$ cat src/sb_cfg_pkg.sv
// store buffer configuration
// sizes and widths shared by all blocks of the store buffer

package sb_cfg_pkg;

  // ------------------------------------------------------------
  // datapath
  // ------------------------------------------------------------
  localparam int unsigned XLEN      = 64;        // data and address width
  localparam int unsigned BE_W      = XLEN / 8;  // one enable per byte
  localparam int unsigned ROB_IDX_W = 4;         // reorder buffer index

  // ------------------------------------------------------------
  // buffer organisation
  // ------------------------------------------------------------
  localparam int unsigned DEPTH      = 4;              // store entries
  localparam int unsigned IDX_W      = $clog2(DEPTH);  // entry index
  localparam int unsigned AGU_STAGES = 2;              // address pipeline depth

endpackage
$ cat src/sb_types_pkg.sv
// store buffer traffic types
// issue, common data bus, address generation and memory transfers,
// plus the per-entry state encoding

package sb_types_pkg;

  import sb_cfg_pkg::*;

  typedef enum logic [1:0] {
    SW_BYTE   = 2'd0,
    SW_HALF   = 2'd1,
    SW_WORD   = 2'd2,
    SW_DOUBLE = 2'd3
  } store_width_e;

  // source operand as seen at issue
  typedef struct packed {
    logic                 ready;    // value valid, else wait on rob_idx
    logic [ROB_IDX_W-1:0] rob_idx;
    logic [XLEN-1:0]      value;
  } operand_t;

  typedef struct packed {
    store_width_e         width;
    operand_t             rs1;           // base
    operand_t             rs2;           // data to store
    logic [XLEN-1:0]      imm;           // offset
    logic [ROB_IDX_W-1:0] dest_rob_idx;
  } issue_req_t;

  // common data bus, both directions
  typedef struct packed {
    logic [ROB_IDX_W-1:0] rob_idx;
    logic [XLEN-1:0]      value;
  } cdb_t;

  typedef struct packed {
    logic [IDX_W-1:0] tag;
    logic [XLEN-1:0]  base;
    logic [XLEN-1:0]  offset;
  } agu_req_t;

  typedef struct packed {
    logic [IDX_W-1:0] tag;
    logic [XLEN-1:0]  addr;
  } agu_ans_t;

  typedef struct packed {
    logic [XLEN-1:0]  addr;
    logic [XLEN-1:0]  wdata;
    logic [BE_W-1:0]  be;
    logic [IDX_W-1:0] tag;
  } mem_req_t;

  typedef struct packed {
    logic [IDX_W-1:0] tag;
  } mem_rsp_t;

  typedef enum logic [3:0] {
    S_EMPTY,
    S_RS12_PENDING,
    S_RS1_PENDING,
    S_RS2_PENDING,
    S_ADDR_REQ,
    S_ADDR_WAIT,
    S_MEM_REQ,
    S_MEM_WAIT,
    S_COMPLETED
  } entry_state_e;

  // entry as presented to the memory port
  typedef struct packed {
    logic            ready;  // entry waits for its memory request
    logic [XLEN-1:0] addr;
    logic [XLEN-1:0] data;
    store_width_e    width;
  } entry_view_t;

endpackage

$ cat src/store_buffer_top.sv
// bare-metal store buffer
// address unit feeding the entry queue, drained in order by the memory port

`timescale 1ns/1ps

module store_buffer_top (
  input  logic                     clk_i,
  input  logic                     rst_ni,
  input  logic                     flush_i,
  input  logic                     issue_valid_i,
  output logic                     issue_ready_o,
  input  sb_types_pkg::issue_req_t issue_i,
  input  logic                     cdb_valid_i,
  input  sb_types_pkg::cdb_t       cdb_i,
  output logic                     cdb_valid_o,
  input  logic                     cdb_ready_i,
  output sb_types_pkg::cdb_t       cdb_o,
  output logic                     mem_valid_o,
  input  logic                     mem_ready_i,
  output sb_types_pkg::mem_req_t   mem_req_o,
  input  logic                     mem_rsp_valid_i,
  input  sb_types_pkg::mem_rsp_t   mem_rsp_i
);

  import sb_cfg_pkg::*;
  import sb_types_pkg::*;

  // ------------------------------------------------------------
  // internal wires
  // ------------------------------------------------------------
  logic             agu_req_valid;
  logic             agu_req_ready;
  agu_req_t         agu_req;
  logic             agu_ans_valid;
  agu_ans_t         agu_ans;
  logic [IDX_W-1:0] mem_idx;
  entry_view_t      mem_view;
  logic             mem_issued;
  logic             mem_done;
  logic [IDX_W-1:0] mem_done_tag;

  sb_agu u_agu (
    .clk_i       (clk_i),
    .rst_ni      (rst_ni),
    .flush_i     (flush_i),
    .req_valid_i (agu_req_valid),
    .req_ready_o (agu_req_ready),
    .req_i       (agu_req),
    .ans_valid_o (agu_ans_valid),
    .ans_o       (agu_ans)
  );

  sb_entry_queue u_queue (
    .clk_i           (clk_i),
    .rst_ni          (rst_ni),
    .flush_i         (flush_i),
    .issue_valid_i   (issue_valid_i),
    .issue_ready_o   (issue_ready_o),
    .issue_i         (issue_i),
    .cdb_valid_i     (cdb_valid_i),
    .cdb_i           (cdb_i),
    .cdb_valid_o     (cdb_valid_o),
    .cdb_ready_i     (cdb_ready_i),
    .cdb_o           (cdb_o),
    .agu_req_valid_o (agu_req_valid),
    .agu_req_ready_i (agu_req_ready),
    .agu_req_o       (agu_req),
    .agu_ans_valid_i (agu_ans_valid),
    .agu_ans_i       (agu_ans),
    .mem_idx_i       (mem_idx),
    .mem_view_o      (mem_view),
    .mem_issued_i    (mem_issued),
    .mem_done_i      (mem_done),
    .mem_done_tag_i  (mem_done_tag)
  );

  sb_mem_port u_mem_port (
    .clk_i           (clk_i),
    .rst_ni          (rst_ni),
    .flush_i         (flush_i),
    .mem_idx_o       (mem_idx),
    .mem_view_i      (mem_view),
    .mem_issued_o    (mem_issued),
    .mem_done_o      (mem_done),
    .mem_done_tag_o  (mem_done_tag),
    .mem_valid_o     (mem_valid_o),
    .mem_ready_i     (mem_ready_i),
    .mem_req_o       (mem_req_o),
    .mem_rsp_valid_i (mem_rsp_valid_i),
    .mem_rsp_i       (mem_rsp_i)
  );

endmodule

$ cat src/sb_mem_port.sv
// store buffer memory port
// issues tagged write requests in order and turns responses into
// completions for the tagged entry

`timescale 1ns/1ps

module sb_mem_port (
  input  logic                          clk_i,
  input  logic                          rst_ni,
  input  logic                          flush_i,
  output logic [sb_cfg_pkg::IDX_W-1:0]  mem_idx_o,
  input  sb_types_pkg::entry_view_t     mem_view_i,
  output logic                          mem_issued_o,
  output logic                          mem_done_o,
  output logic [sb_cfg_pkg::IDX_W-1:0]  mem_done_tag_o,
  output logic                          mem_valid_o,
  input  logic                          mem_ready_i,
  output sb_types_pkg::mem_req_t        mem_req_o,
  input  logic                          mem_rsp_valid_i,
  input  sb_types_pkg::mem_rsp_t        mem_rsp_i
);

  import sb_cfg_pkg::*;
  import sb_types_pkg::*;

  logic [IDX_W-1:0] idx_q;  // next store to send
  logic [BE_W-1:0]  be;

  // in-order pointer, moves on accepted request
  always_ff @(posedge clk_i or negedge rst_ni) begin
    if (!rst_ni) begin
      idx_q <= '0;
    end else if (flush_i) begin
      idx_q <= '0;
    end else if (mem_issued_o) begin
      idx_q <= idx_q + 1'b1;
    end
  end

  // low bytes only, data is not aligned to the address
  always_comb begin
    unique case (mem_view_i.width)
      SW_BYTE:   be = BE_W'(8'h01);
      SW_HALF:   be = BE_W'(8'h03);
      SW_WORD:   be = BE_W'(8'h0f);
      SW_DOUBLE: be = '1;
    endcase
  end

  assign mem_idx_o       = idx_q;
  assign mem_valid_o     = mem_view_i.ready;
  assign mem_issued_o    = mem_valid_o & mem_ready_i;
  assign mem_req_o.addr  = mem_view_i.addr;
  assign mem_req_o.wdata = mem_view_i.data;
  assign mem_req_o.be    = be;
  assign mem_req_o.tag   = idx_q;

  // responses may come back in any order
  assign mem_done_o     = mem_rsp_valid_i;
  assign mem_done_tag_o = mem_rsp_i.tag;

endmodule

$ cat src/sb_entry_queue.sv
// store buffer entry queue
// in-order store entries with one state machine each; snoops operands
// from the bus, feeds the address unit and writes back from the head

`timescale 1ns/1ps

module sb_entry_queue (
  input  logic                          clk_i,
  input  logic                          rst_ni,
  input  logic                          flush_i,
  input  logic                          issue_valid_i,
  output logic                          issue_ready_o,
  input  sb_types_pkg::issue_req_t      issue_i,
  input  logic                          cdb_valid_i,
  input  sb_types_pkg::cdb_t            cdb_i,
  output logic                          cdb_valid_o,
  input  logic                          cdb_ready_i,
  output sb_types_pkg::cdb_t            cdb_o,
  output logic                          agu_req_valid_o,
  input  logic                          agu_req_ready_i,
  output sb_types_pkg::agu_req_t        agu_req_o,
  input  logic                          agu_ans_valid_i,
  input  sb_types_pkg::agu_ans_t        agu_ans_i,
  input  logic [sb_cfg_pkg::IDX_W-1:0]  mem_idx_i,
  output sb_types_pkg::entry_view_t     mem_view_o,
  input  logic                          mem_issued_i,
  input  logic                          mem_done_i,
  input  logic [sb_cfg_pkg::IDX_W-1:0]  mem_done_tag_i
);

  import sb_cfg_pkg::*;
  import sb_types_pkg::*;

  typedef struct packed {
    store_width_e         width;
    logic [ROB_IDX_W-1:0] rs1_rob_idx;
    logic [ROB_IDX_W-1:0] rs2_rob_idx;
    logic [XLEN-1:0]      base;  // rs1 value
    logic [XLEN-1:0]      data;  // rs2 value
    logic [XLEN-1:0]      addr;  // holds imm until the address comes back
    logic [ROB_IDX_W-1:0] dest_rob_idx;
  } entry_t;

  entry_t           entry_q [DEPTH];
  entry_state_e     state_q [DEPTH];
  entry_state_e     state_d [DEPTH];
  logic [IDX_W-1:0] head_q;      // oldest store, writes back
  logic [IDX_W-1:0] tail_q;      // next free entry
  logic [IDX_W-1:0] addr_idx_q;  // next store to the agu

  logic             push;
  logic             pop;
  logic             agu_fire;
  logic             rs1_ok;  // operand available when pushed
  logic             rs2_ok;
  logic [DEPTH-1:0] push_sel;
  logic [DEPTH-1:0] cap_rs1;
  logic [DEPTH-1:0] cap_rs2;
  logic [DEPTH-1:0] save_addr;

  assign push     = issue_valid_i & issue_ready_o;
  assign pop      = cdb_valid_o & cdb_ready_i;
  assign agu_fire = agu_req_valid_o & agu_req_ready_i;

  // a broadcast in the issue cycle also counts
  assign rs1_ok = issue_i.rs1.ready | (cdb_valid_i & (cdb_i.rob_idx == issue_i.rs1.rob_idx));
  assign rs2_ok = issue_i.rs2.ready | (cdb_valid_i & (cdb_i.rob_idx == issue_i.rs2.rob_idx));

  // ------------------------------------------------------------
  // per-entry state progression
  // ------------------------------------------------------------
  always_comb begin
    for (int i = 0; i < DEPTH; i++) begin
      push_sel[i]  = push && (tail_q == IDX_W'(i));
      cap_rs1[i]   = cdb_valid_i && (cdb_i.rob_idx == entry_q[i].rs1_rob_idx) &&
                     (state_q[i] == S_RS12_PENDING || state_q[i] == S_RS1_PENDING);
      cap_rs2[i]   = cdb_valid_i && (cdb_i.rob_idx == entry_q[i].rs2_rob_idx) &&
                     (state_q[i] == S_RS12_PENDING || state_q[i] == S_RS2_PENDING);
      save_addr[i] = agu_ans_valid_i && (agu_ans_i.tag == IDX_W'(i)) &&
                     (state_q[i] == S_ADDR_WAIT);

      state_d[i] = state_q[i];
      unique case (state_q[i])
        S_EMPTY: begin
          if (push_sel[i]) begin
            unique case ({rs1_ok, rs2_ok})
              2'b11:   state_d[i] = S_ADDR_REQ;
              2'b01:   state_d[i] = S_RS1_PENDING;
              2'b10:   state_d[i] = S_RS2_PENDING;
              default: state_d[i] = S_RS12_PENDING;
            endcase
          end
        end
        S_RS12_PENDING: begin
          unique case ({cap_rs1[i], cap_rs2[i]})
            2'b11:   state_d[i] = S_ADDR_REQ;
            2'b10:   state_d[i] = S_RS2_PENDING;
            2'b01:   state_d[i] = S_RS1_PENDING;
            default: state_d[i] = S_RS12_PENDING;
          endcase
        end
        S_RS1_PENDING: if (cap_rs1[i]) state_d[i] = S_ADDR_REQ;
        S_RS2_PENDING: if (cap_rs2[i]) state_d[i] = S_ADDR_REQ;
        S_ADDR_REQ:    if (agu_fire && addr_idx_q == IDX_W'(i)) state_d[i] = S_ADDR_WAIT;
        S_ADDR_WAIT:   if (save_addr[i]) state_d[i] = S_MEM_REQ;
        S_MEM_REQ:     if (mem_issued_i && mem_idx_i == IDX_W'(i)) state_d[i] = S_MEM_WAIT;
        S_MEM_WAIT:    if (mem_done_i && mem_done_tag_i == IDX_W'(i)) state_d[i] = S_COMPLETED;
        S_COMPLETED:   if (pop && head_q == IDX_W'(i)) state_d[i] = S_EMPTY;
        default:       state_d[i] = S_EMPTY;
      endcase
    end
  end

  // states and pointers
  always_ff @(posedge clk_i or negedge rst_ni) begin
    if (!rst_ni) begin
      state_q    <= '{default: S_EMPTY};
      head_q     <= '0;
      tail_q     <= '0;
      addr_idx_q <= '0;
    end else if (flush_i) begin
      state_q    <= '{default: S_EMPTY};
      head_q     <= '0;
      tail_q     <= '0;
      addr_idx_q <= '0;
    end else begin
      state_q <= state_d;
      if (pop) head_q <= head_q + 1'b1;
      if (push) tail_q <= tail_q + 1'b1;
      if (agu_fire) addr_idx_q <= addr_idx_q + 1'b1;
    end
  end

  // ------------------------------------------------------------
  // entry payload
  // ------------------------------------------------------------
  always_ff @(posedge clk_i) begin
    for (int i = 0; i < DEPTH; i++) begin
      if (push_sel[i]) begin
        entry_q[i].width        <= issue_i.width;
        entry_q[i].rs1_rob_idx  <= issue_i.rs1.rob_idx;
        entry_q[i].rs2_rob_idx  <= issue_i.rs2.rob_idx;
        entry_q[i].base         <= issue_i.rs1.ready ? issue_i.rs1.value : cdb_i.value;
        entry_q[i].data         <= issue_i.rs2.ready ? issue_i.rs2.value : cdb_i.value;
        entry_q[i].addr         <= issue_i.imm;
        entry_q[i].dest_rob_idx <= issue_i.dest_rob_idx;
      end
      if (cap_rs1[i]) entry_q[i].base <= cdb_i.value;
      if (cap_rs2[i]) entry_q[i].data <= cdb_i.value;
      if (save_addr[i]) entry_q[i].addr <= agu_ans_i.addr;
    end
  end

  // ------------------------------------------------------------
  // outputs
  // ------------------------------------------------------------
  assign issue_ready_o = (state_q[tail_q] == S_EMPTY);

  assign cdb_valid_o   = (state_q[head_q] == S_COMPLETED);
  assign cdb_o.rob_idx = entry_q[head_q].dest_rob_idx;
  assign cdb_o.value   = entry_q[head_q].addr;  // store address on write-back

  assign agu_req_valid_o  = (state_q[addr_idx_q] == S_ADDR_REQ);
  assign agu_req_o.tag    = addr_idx_q;
  assign agu_req_o.base   = entry_q[addr_idx_q].base;
  assign agu_req_o.offset = entry_q[addr_idx_q].addr;

  assign mem_view_o.ready = (state_q[mem_idx_i] == S_MEM_REQ);
  assign mem_view_o.addr  = entry_q[mem_idx_i].addr;
  assign mem_view_o.data  = entry_q[mem_idx_i].data;
  assign mem_view_o.width = entry_q[mem_idx_i].width;

endmodule

$ cat src/sb_agu.sv
// store address generation unit
// pipelined base plus offset adder, operands registered first and the
// sum in the following stage; never stalls

`timescale 1ns/1ps

module sb_agu (
  input  logic                   clk_i,
  input  logic                   rst_ni,
  input  logic                   flush_i,
  input  logic                   req_valid_i,
  output logic                   req_ready_o,
  input  sb_types_pkg::agu_req_t req_i,
  output logic                   ans_valid_o,
  output sb_types_pkg::agu_ans_t ans_o
);

  import sb_cfg_pkg::*;

  logic                             req_fire;
  logic [AGU_STAGES-1:0]            vld_q;   // one valid bit per stage
  logic [AGU_STAGES-1:0][IDX_W-1:0] tag_q;   // entry tag per stage
  logic [XLEN-1:0]                  base_q;  // first stage operands
  logic [XLEN-1:0]                  offs_q;
  logic [AGU_STAGES-1:1][XLEN-1:0]  addr_q;  // sum and later copies

  assign req_ready_o = 1'b1;  // later stages always advance
  assign req_fire    = req_valid_i & req_ready_o;

  always_ff @(posedge clk_i or negedge rst_ni) begin
    if (!rst_ni) begin
      vld_q <= '0;
    end else if (flush_i) begin
      vld_q <= '0;  // drop everything in flight
    end else begin
      vld_q <= {vld_q[AGU_STAGES-2:0], req_fire};
    end
  end

  // ------------------------------------------------------------
  // payload
  // ------------------------------------------------------------
  always_ff @(posedge clk_i) begin
    tag_q <= {tag_q[AGU_STAGES-2:0], req_i.tag};
    if (req_fire) begin
      base_q <= req_i.base;
      offs_q <= req_i.offset;
    end
    for (int k = AGU_STAGES - 1; k > 1; k--) begin
      addr_q[k] <= addr_q[k-1];
    end
    addr_q[1] <= base_q + offs_q;
  end

  assign ans_valid_o = vld_q[AGU_STAGES-1];
  assign ans_o.tag   = tag_q[AGU_STAGES-1];
  assign ans_o.addr  = addr_q[AGU_STAGES-1];

endmodule

$ cat config.mk
export PLATFORM = sky130hd
export DESIGN_NAME = store_buffer_top
export DESIGN_NICKNAME = d
export VERILOG_FILES = /design/src/sb_cfg_pkg.sv /design/src/sb_types_pkg.sv /design/src/store_buffer_top.sv /design/src/sb_mem_port.sv /design/src/sb_entry_queue.sv /design/src/sb_agu.sv
export SDC_FILE = /design/constraint.sdc
export NUM_CORES = 2
export LEC_CHECK = 0
export BUFFER_PORTS_ARGS = -buffer_cell sky130_fd_sc_hd__buf_2
export CAP_MARGIN = 20
export CORE_ASPECT_RATIO = 0.5
export CORE_MARGIN = 5
export CORE_UTILIZATION = 35
export DETAILED_ROUTE_END_ITERATION = 8
export GPL_TIMING_DRIVEN = 0
export SLEW_MARGIN = 20
export SYNTH_ARGS = -nofsm -noshare
export SYNTH_HDL_FRONTEND = slang
export SYNTH_SLANG_ARGS = --single-unit
$ cat constraint.sdc
create_clock -name clk_i -period 5.15 [get_ports clk_i]
set_clock_uncertainty 0.05 [all_clocks]
set_input_delay 1.03 -clock clk_i [delete_from_list [all_inputs] [get_ports clk_i]]
set_output_delay 1.03 -clock clk_i [all_outputs]
set_load 0.02 [all_outputs]
Word level (Yosys, flattened, before mapping)
Memory sizes are Yosys's and may differ from the RTL's. A register that Yosys moved wholly into a read port is not among the register bits.
Cells that the tools add are included.

storage, ports and cells
  bits in registers = 94
  memories kept = 1
  output and inout port bits = 209
  memory bits (writable) = 824
  bits of input ports = 286

cells by class
  reductions and logical operators = 72
  multiplexer cells = 110
  bitwise operators = 23
  eq/ne operators = 113
  add/subtract/negate cells = 5
  order comparisons = 4

memory list
  name             depth  width  rd ports  clocked after memory_dff  write ports  line                  source
  u_queue.entry_q  4      206    7         1                         4            sb_entry_queue.sv:44  entry_t entry_q [DEPTH];

operators with widths
  operator                                              number
  2-to-1 mux 64 bit                                     14
  2-to-1 mux 4 bit                                      40
  one-hot mux 4 bit (9 select lines)                    4
  != test 3 x 2 -> 1 bit (second input constant)        32
  equality test 4 x 3 -> 1 bit (second input constant)  18
  adder 64 bit                                          1
  equality test 2 bit (second input constant)           24
  one-hot mux 3 bit (3 select lines)                    5
  logical AND 1 bit                                     44
  equality test 4 bit                                   10
  binary-select mux 4 bit (select 2 bit)                4
  equality test 4 x 2 -> 1 bit (second input constant)  8
  2-to-1 mux 1 bit                                      32
  one-hot mux 8 bit (4 select lines)                    1
  AND reduction 8 bit                                   4
  equality test 2 x 1 -> 1 bit (second input constant)  12
  equality test 4 bit (second input constant)           5
  zero test 4 bit                                       5
  2-to-1 mux 2 bit                                      9
  equality test 4 x 1 -> 1 bit (second input constant)  4
  2-to-1 mux 16 bit                                     1
  zero test 2 bit                                       7
  bitwise OR 1 bit                                      14
  >= comparator 3 bit (second input constant)           4
  5 further kinds                                       25

Logic depth before layout (Yosys ltp)
  word-level depth = 10
  depth in mapped cells = 12

Modules after synthesis
From an unflattened synthesis, not the netlist that was laid out.

unflattened totals
  cell total of the unflattened synthesis = 3417
  area total of the unflattened synthesis = 54977.7 um2

by module, submodules not included
  module          cells an instance  times used  area each (um2)  seq. area each (um2)
  sb_entry_queue  2486               1           44575.3          25294.3
  sb_agu          778                1           9222.6           5255.0
  sb_mem_port     153                1           1179.9           50.0

Least setup slack after synthesis
No wires, ideal clock.

  kind = flip-flop to flip-flop
  start point = register u_queue.state_q[3] (netlist bit)
  end point = register u_queue.state_q[14] (netlist bit)
  data arrival time = 3.876 ns
  data required time = 5.006 ns
  clock period less this slack = 4.020 ns
  path slack = 1.130 ns
  cell stages (with the launch flop) = 9
  path buffers = 0
  cell sequence = dfrtp_1 > and2b_1 > nor3b_1 > mux4_2 > a21oi_2 > a2111oi_4 > o32ai_1 > or2_4 > a221oi_2

on the way
  longest elaborated chain between the ends = 8
  elaborated cells on any way between the ends = 28

ends and longest elaborated chain
  what                                                              line                                                                 source
  start, declared                                                   sb_entry_queue.sv:45                                                 entry_state_e state_q [DEPTH];
  start signal, assigned                                            sb_entry_queue.sv:127                                                state_q <= state_d;
  binary-select mux 4 bit (select 2 bit), on equally long branches  sb_entry_queue.sv:159, sb_entry_queue.sv:157, sb_entry_queue.sv:168
  2-to-1 mux 4 bit, on equally long branches (2 in series)          sb_entry_queue.sv:159, sb_entry_queue.sv:157, sb_entry_queue.sv:168
  equality test 4 bit (tied with other cells)                       sb_entry_queue.sv:159                                                assign cdb_valid_o = (state_q[head_q] == S_COMPLETED);
  AND 1 bit, on equally long branches                               sb_entry_queue.sv:62, sb_mem_port.sv:52, sb_entry_queue.sv:61
  logical AND 1 bit, on equally long branches                       sb_entry_queue.sv:108, sb_entry_queue.sv:74, sb_entry_queue.sv:106
  != test 3 x 2 -> 1 bit (no source line)                           n/a
  AND reduction 8 bit (no source line) *                            n/a

Every way passes the cells marked *; elsewhere a longest branch is shown, timed or not. The select of a mux whose other input is x is not followed.
A chain may end at the register's enable or synchronous reset.

==> results.py <==
metrics = {
    "critical_path": {
        "crit_fanout": 10,
        "required_ns": 4.07,
        "worstSetupPathType": "reg2out",
        "arrival_ns": 3.91,
        "cp-end-kind": "primary output",
        "cp-start-kind": "register",
    },
    "timing": {
        "period_minus_slack_ns": 4.99,
        "slew_headroom_pct": 23.4,
        "setup_violations": 0,
        "rsz0062_at_grt": "no",
        "finalMaxSlewViolations": 0,
        "hold_viol_final": 0,
        "worst_slew_pin_slew_ns": 1.15,
        "max_freq_mhz": 201,
        "fin_crit_sh_pct": 96.8,
    },
    "global_route": {
        "grt_max_degree": 55,
        "grt_overflow": 0,
        "antenna_found_initial": 96,
        "grt_pass1_vias": 34043,
        "grt_use_total_pct": 20.3,
        "grt_pass1_wl_um": 240000,
    },
    "clocking": {
        "post_cts.repair.setup_buffers": 0,
        "clockBufferDepth": 3,
        "ctsResizeCount": 15,
        "htree_levels": 3,
        "holdBufCountCts": 0,
        "cts_root_buf": "clkbuf_16",
        "cts.sinks": 1046,
        "cts_made_buffers": 104,
        "insertion_delay_ns": 0.72,
        "cts_tree": "yes",
        "clk_pin_slew_ns": 0.07,
    },
    "detailed_routing": {
        "routedWlPerCell_um": 27.8,
        "drtPass1Iterations": 6,
        "drc": 0,
        "route.vias.total": 33146,
        "routed_wl_um": 169000,
        "detail-route-antenna-nets": 0,
        "drt_iter0_markers": 3269,
        "vias_per_cell": 5.46,
    },
    "logic_synthesis": {
        "netlist_instances": 3261,
        "syn-num-nets": 3632,
        "yosysSeqAreaShare_pct": 56.9,
        "avgSynthCellArea_um2": 16.5,
        "netlist_area_um2": 53800,
        "muxShareOfSynthArea_pct": 29.9,
        "synth_edf_count": 952,
        "synthSimpleGateAreaFrac_pct": 3.39,
        "async_flop_share_pct": 2.49,
        "synthFlopType": "edfxtp_1",
        "synth_xor_area_share_pct": 1.71,
        "synth_cell_types": 105,
        "synth_compound_area_share_pct": 4.03,
        "synth_top_family_by_area": "multiplexers",
        "yosys_warnings": 0,
        "ys_ff_latch": 1046,
        "synth_adder_area_share_pct": 1.99,
    },
    "power": {
        "p_total_mw": 31.5,
        "leakagePower_nw": 21.5,
        "p_comb_share_pct": 35.7,
        "switching_share_pct": 35.7,
        "p_clk_share_pct": 24.2,
        "seqPwrFrac_pct": 40.1,
        "powerDensity_nw_per_um2": 501,
        "power.internal_mw": 20.3,
        "p_switching_mw": 11.3,
        "ir_drop_v": 0.000327,
    },
    "layout": {
        "fillers": 13900,
        "fin_nets": 4245,
        "syn_to_final_growth_pct": 16.9,
        "drive_above_1_share_pct": 47.5,
        "postLayoutCellArea_um2": 62900,
        "utilization_pct": 41.3,
    },
    "die": {
        "die_area_um2": 162000,
        "initial_utilization_pct": 35.3,
        "die-height_um": 287,
        "ios": 495,
        "core_area_um2": 152000,
        "rows": 101,
        "fp.dieW_um": 564,
    },
    "place": {
        "placed_area_um2": 59400,
        "gp_congestion": 0.910,
        "portBuffers": 487,
        "place_hpwl_um": 122000,
    },
    "job": {
        "drv_cap": 0,
    },
    "min_path": {
        "hold_class": "reg2reg",
    },
    "outcome": {
        "status": "completed",
    },
}
[cell families after synthesis]
logic type      after synthesis
compound gates              309
xor+xnor                    105
fa+ha+maj                    85
buf+inv                     268
flops                      1046
mux                        1101
other cells                   1
simple gates                346
[layout make-up]
type	instances	area (µm²)	area share (%)
well taps	2060	2580	4.10
flip-flops and latches	1046	30600	48.6
plain buffers	211	953	1.52
inverters	57	214	0.340
clock buffers	122	2700	4.29
repair buffers	507	2930	4.65
diodes	44	110	0.175
multi-input cells	1947	22200	35.3
clock inverters	74	636	1.01
[worst paths after layout]
path / startpoint / endpoint / slack, ns / cells after the start
worst min-delay path: u_agu.tag_q[1] / u_agu.ans_o[65] / 0.28 / 0
max in group asynchronous: rst_ni / u_queue.tail_q[0] / 4.23 / 1
worst max-delay path: u_mem_port.mem_idx_o[0] / mem_req_o[137] / 0.16 / 6
min in group asynchronous: rst_ni / u_mem_port.mem_idx_o[1] / 0.33 / 1
worst min register to register: u_agu.tag_q[1] / u_agu.ans_o[65] / 0.28 / 0
worst max register to register: u_queue.state_q[9] / u_queue.entry_q[1][18] / 0.98 / 8
[routing by layer]
layer  vias to the layer above  part of all wire [%]  GRT usage [%]  wire length [µm]
li1                      14476                     -              -                 -
met2                      1116                    50           34.2             84300
met1                     17206                    40           25.9             67000
met4                         8                   4.2           8.47              7010
met3                       340                   6.3           3.54             10600
met5                         -                 0.029              0                49
[critical path: stages, from the launching register on]
cell and delay (ns):
dfrtp_1 0.47, clkbuf_1 0.62, clkbuf_2 0.43, buf_16 0.20, clkdlybuf4s15_2 0.54, mux4_2 0.69
buf_2 0.21
[metrics by stage]
stage          hold slack (ns)  TNS (ns)  worst slack, ns  std cells
6_report                 0.282         0            0.164       6068
4_1_cts                  0.276         0           0.0631       6023
3_3_place_gp             0.264   -627.71            -1.39       5808
5_1_grt                  0.302         0          0.00987       6059
3_5_place_dp             0.267         0            0.174       5827
2_1_floorplan            0.260         0             1.13       3261
[synth_stat cells (20+ instances only)]
| cell | instances | area, µm² |
|---|---|---|
| a21o_1 | 43 | 323 |
| nor2_1 | 66 | 248 |
| o21ai_0 | 49 | 245 |
| xor2_1 | 61 | 534 |
| nand3_1 | 28 | 140 |
| dfrtp_1 | 26 | 651 |
| mux2_2 | 769 | 8660 |
| dfxtp_1 | 68 | 1360 |
| buf_2 | 40 | 200 |
| nor3_1 | 25 | 125 |
| clkbuf_1 | 113 | 424 |
| nand4_1 | 20 | 125 |
| nand2_1 | 92 | 345 |
| xnor2_1 | 44 | 385 |
| ha_1 | 84 | 1050 |
| a21oi_1 | 81 | 405 |
| inv_1 | 56 | 210 |
| mux4_2 | 329 | 7410 |
| edfxtp_1 | 952 | 28600 |
| buf_1 | 48 | 180 |
[flip-flops by register name (all words and copies together) (netlist names)]
name / count
u_queue.head_q: 2
u_queue.state_q: 16
u_agu.vld_q: 2
u_agu.addr_q: 64
u_agu.tag_q: 2
u_agu.offs_q: 64
u_agu.base_q: 64
u_queue.addr_idx_q: 2
u_queue.tail_q: 2
u_agu.ans_o: 2
u_queue.entry_q: 824
u_mem_port.mem_idx_o: 2
[placed cells by master (no fill, tap or decap), drive strengths merged, types with 26 or more instances in the layout]
cell,instances
mux4,329
inv,61
nor3,26
mux2,770
nand3,28
o21ai,70
a21oi,83
dfxtp,68
clkbuf,240
nor2,69
nand2,94
xnor2,44
clkinv,55
edfxtp,952
buf,592
a21o,43
diode,44
ha,84
dfrtp,26
xor2,61
[power groups by stage]
stage	Combinational (mW)	Clock (mW)	Sequential (mW)
floorplan	7.36	0	12.4
global placement	10.9	0	12.9
detailed placement	11.2	0	12.8
CTS	11.3	7.79	12.6
global route	12.0	8.15	12.8
finish	11.3	7.64	12.6
No activity file was read; power rests on OpenSTA's default activity.
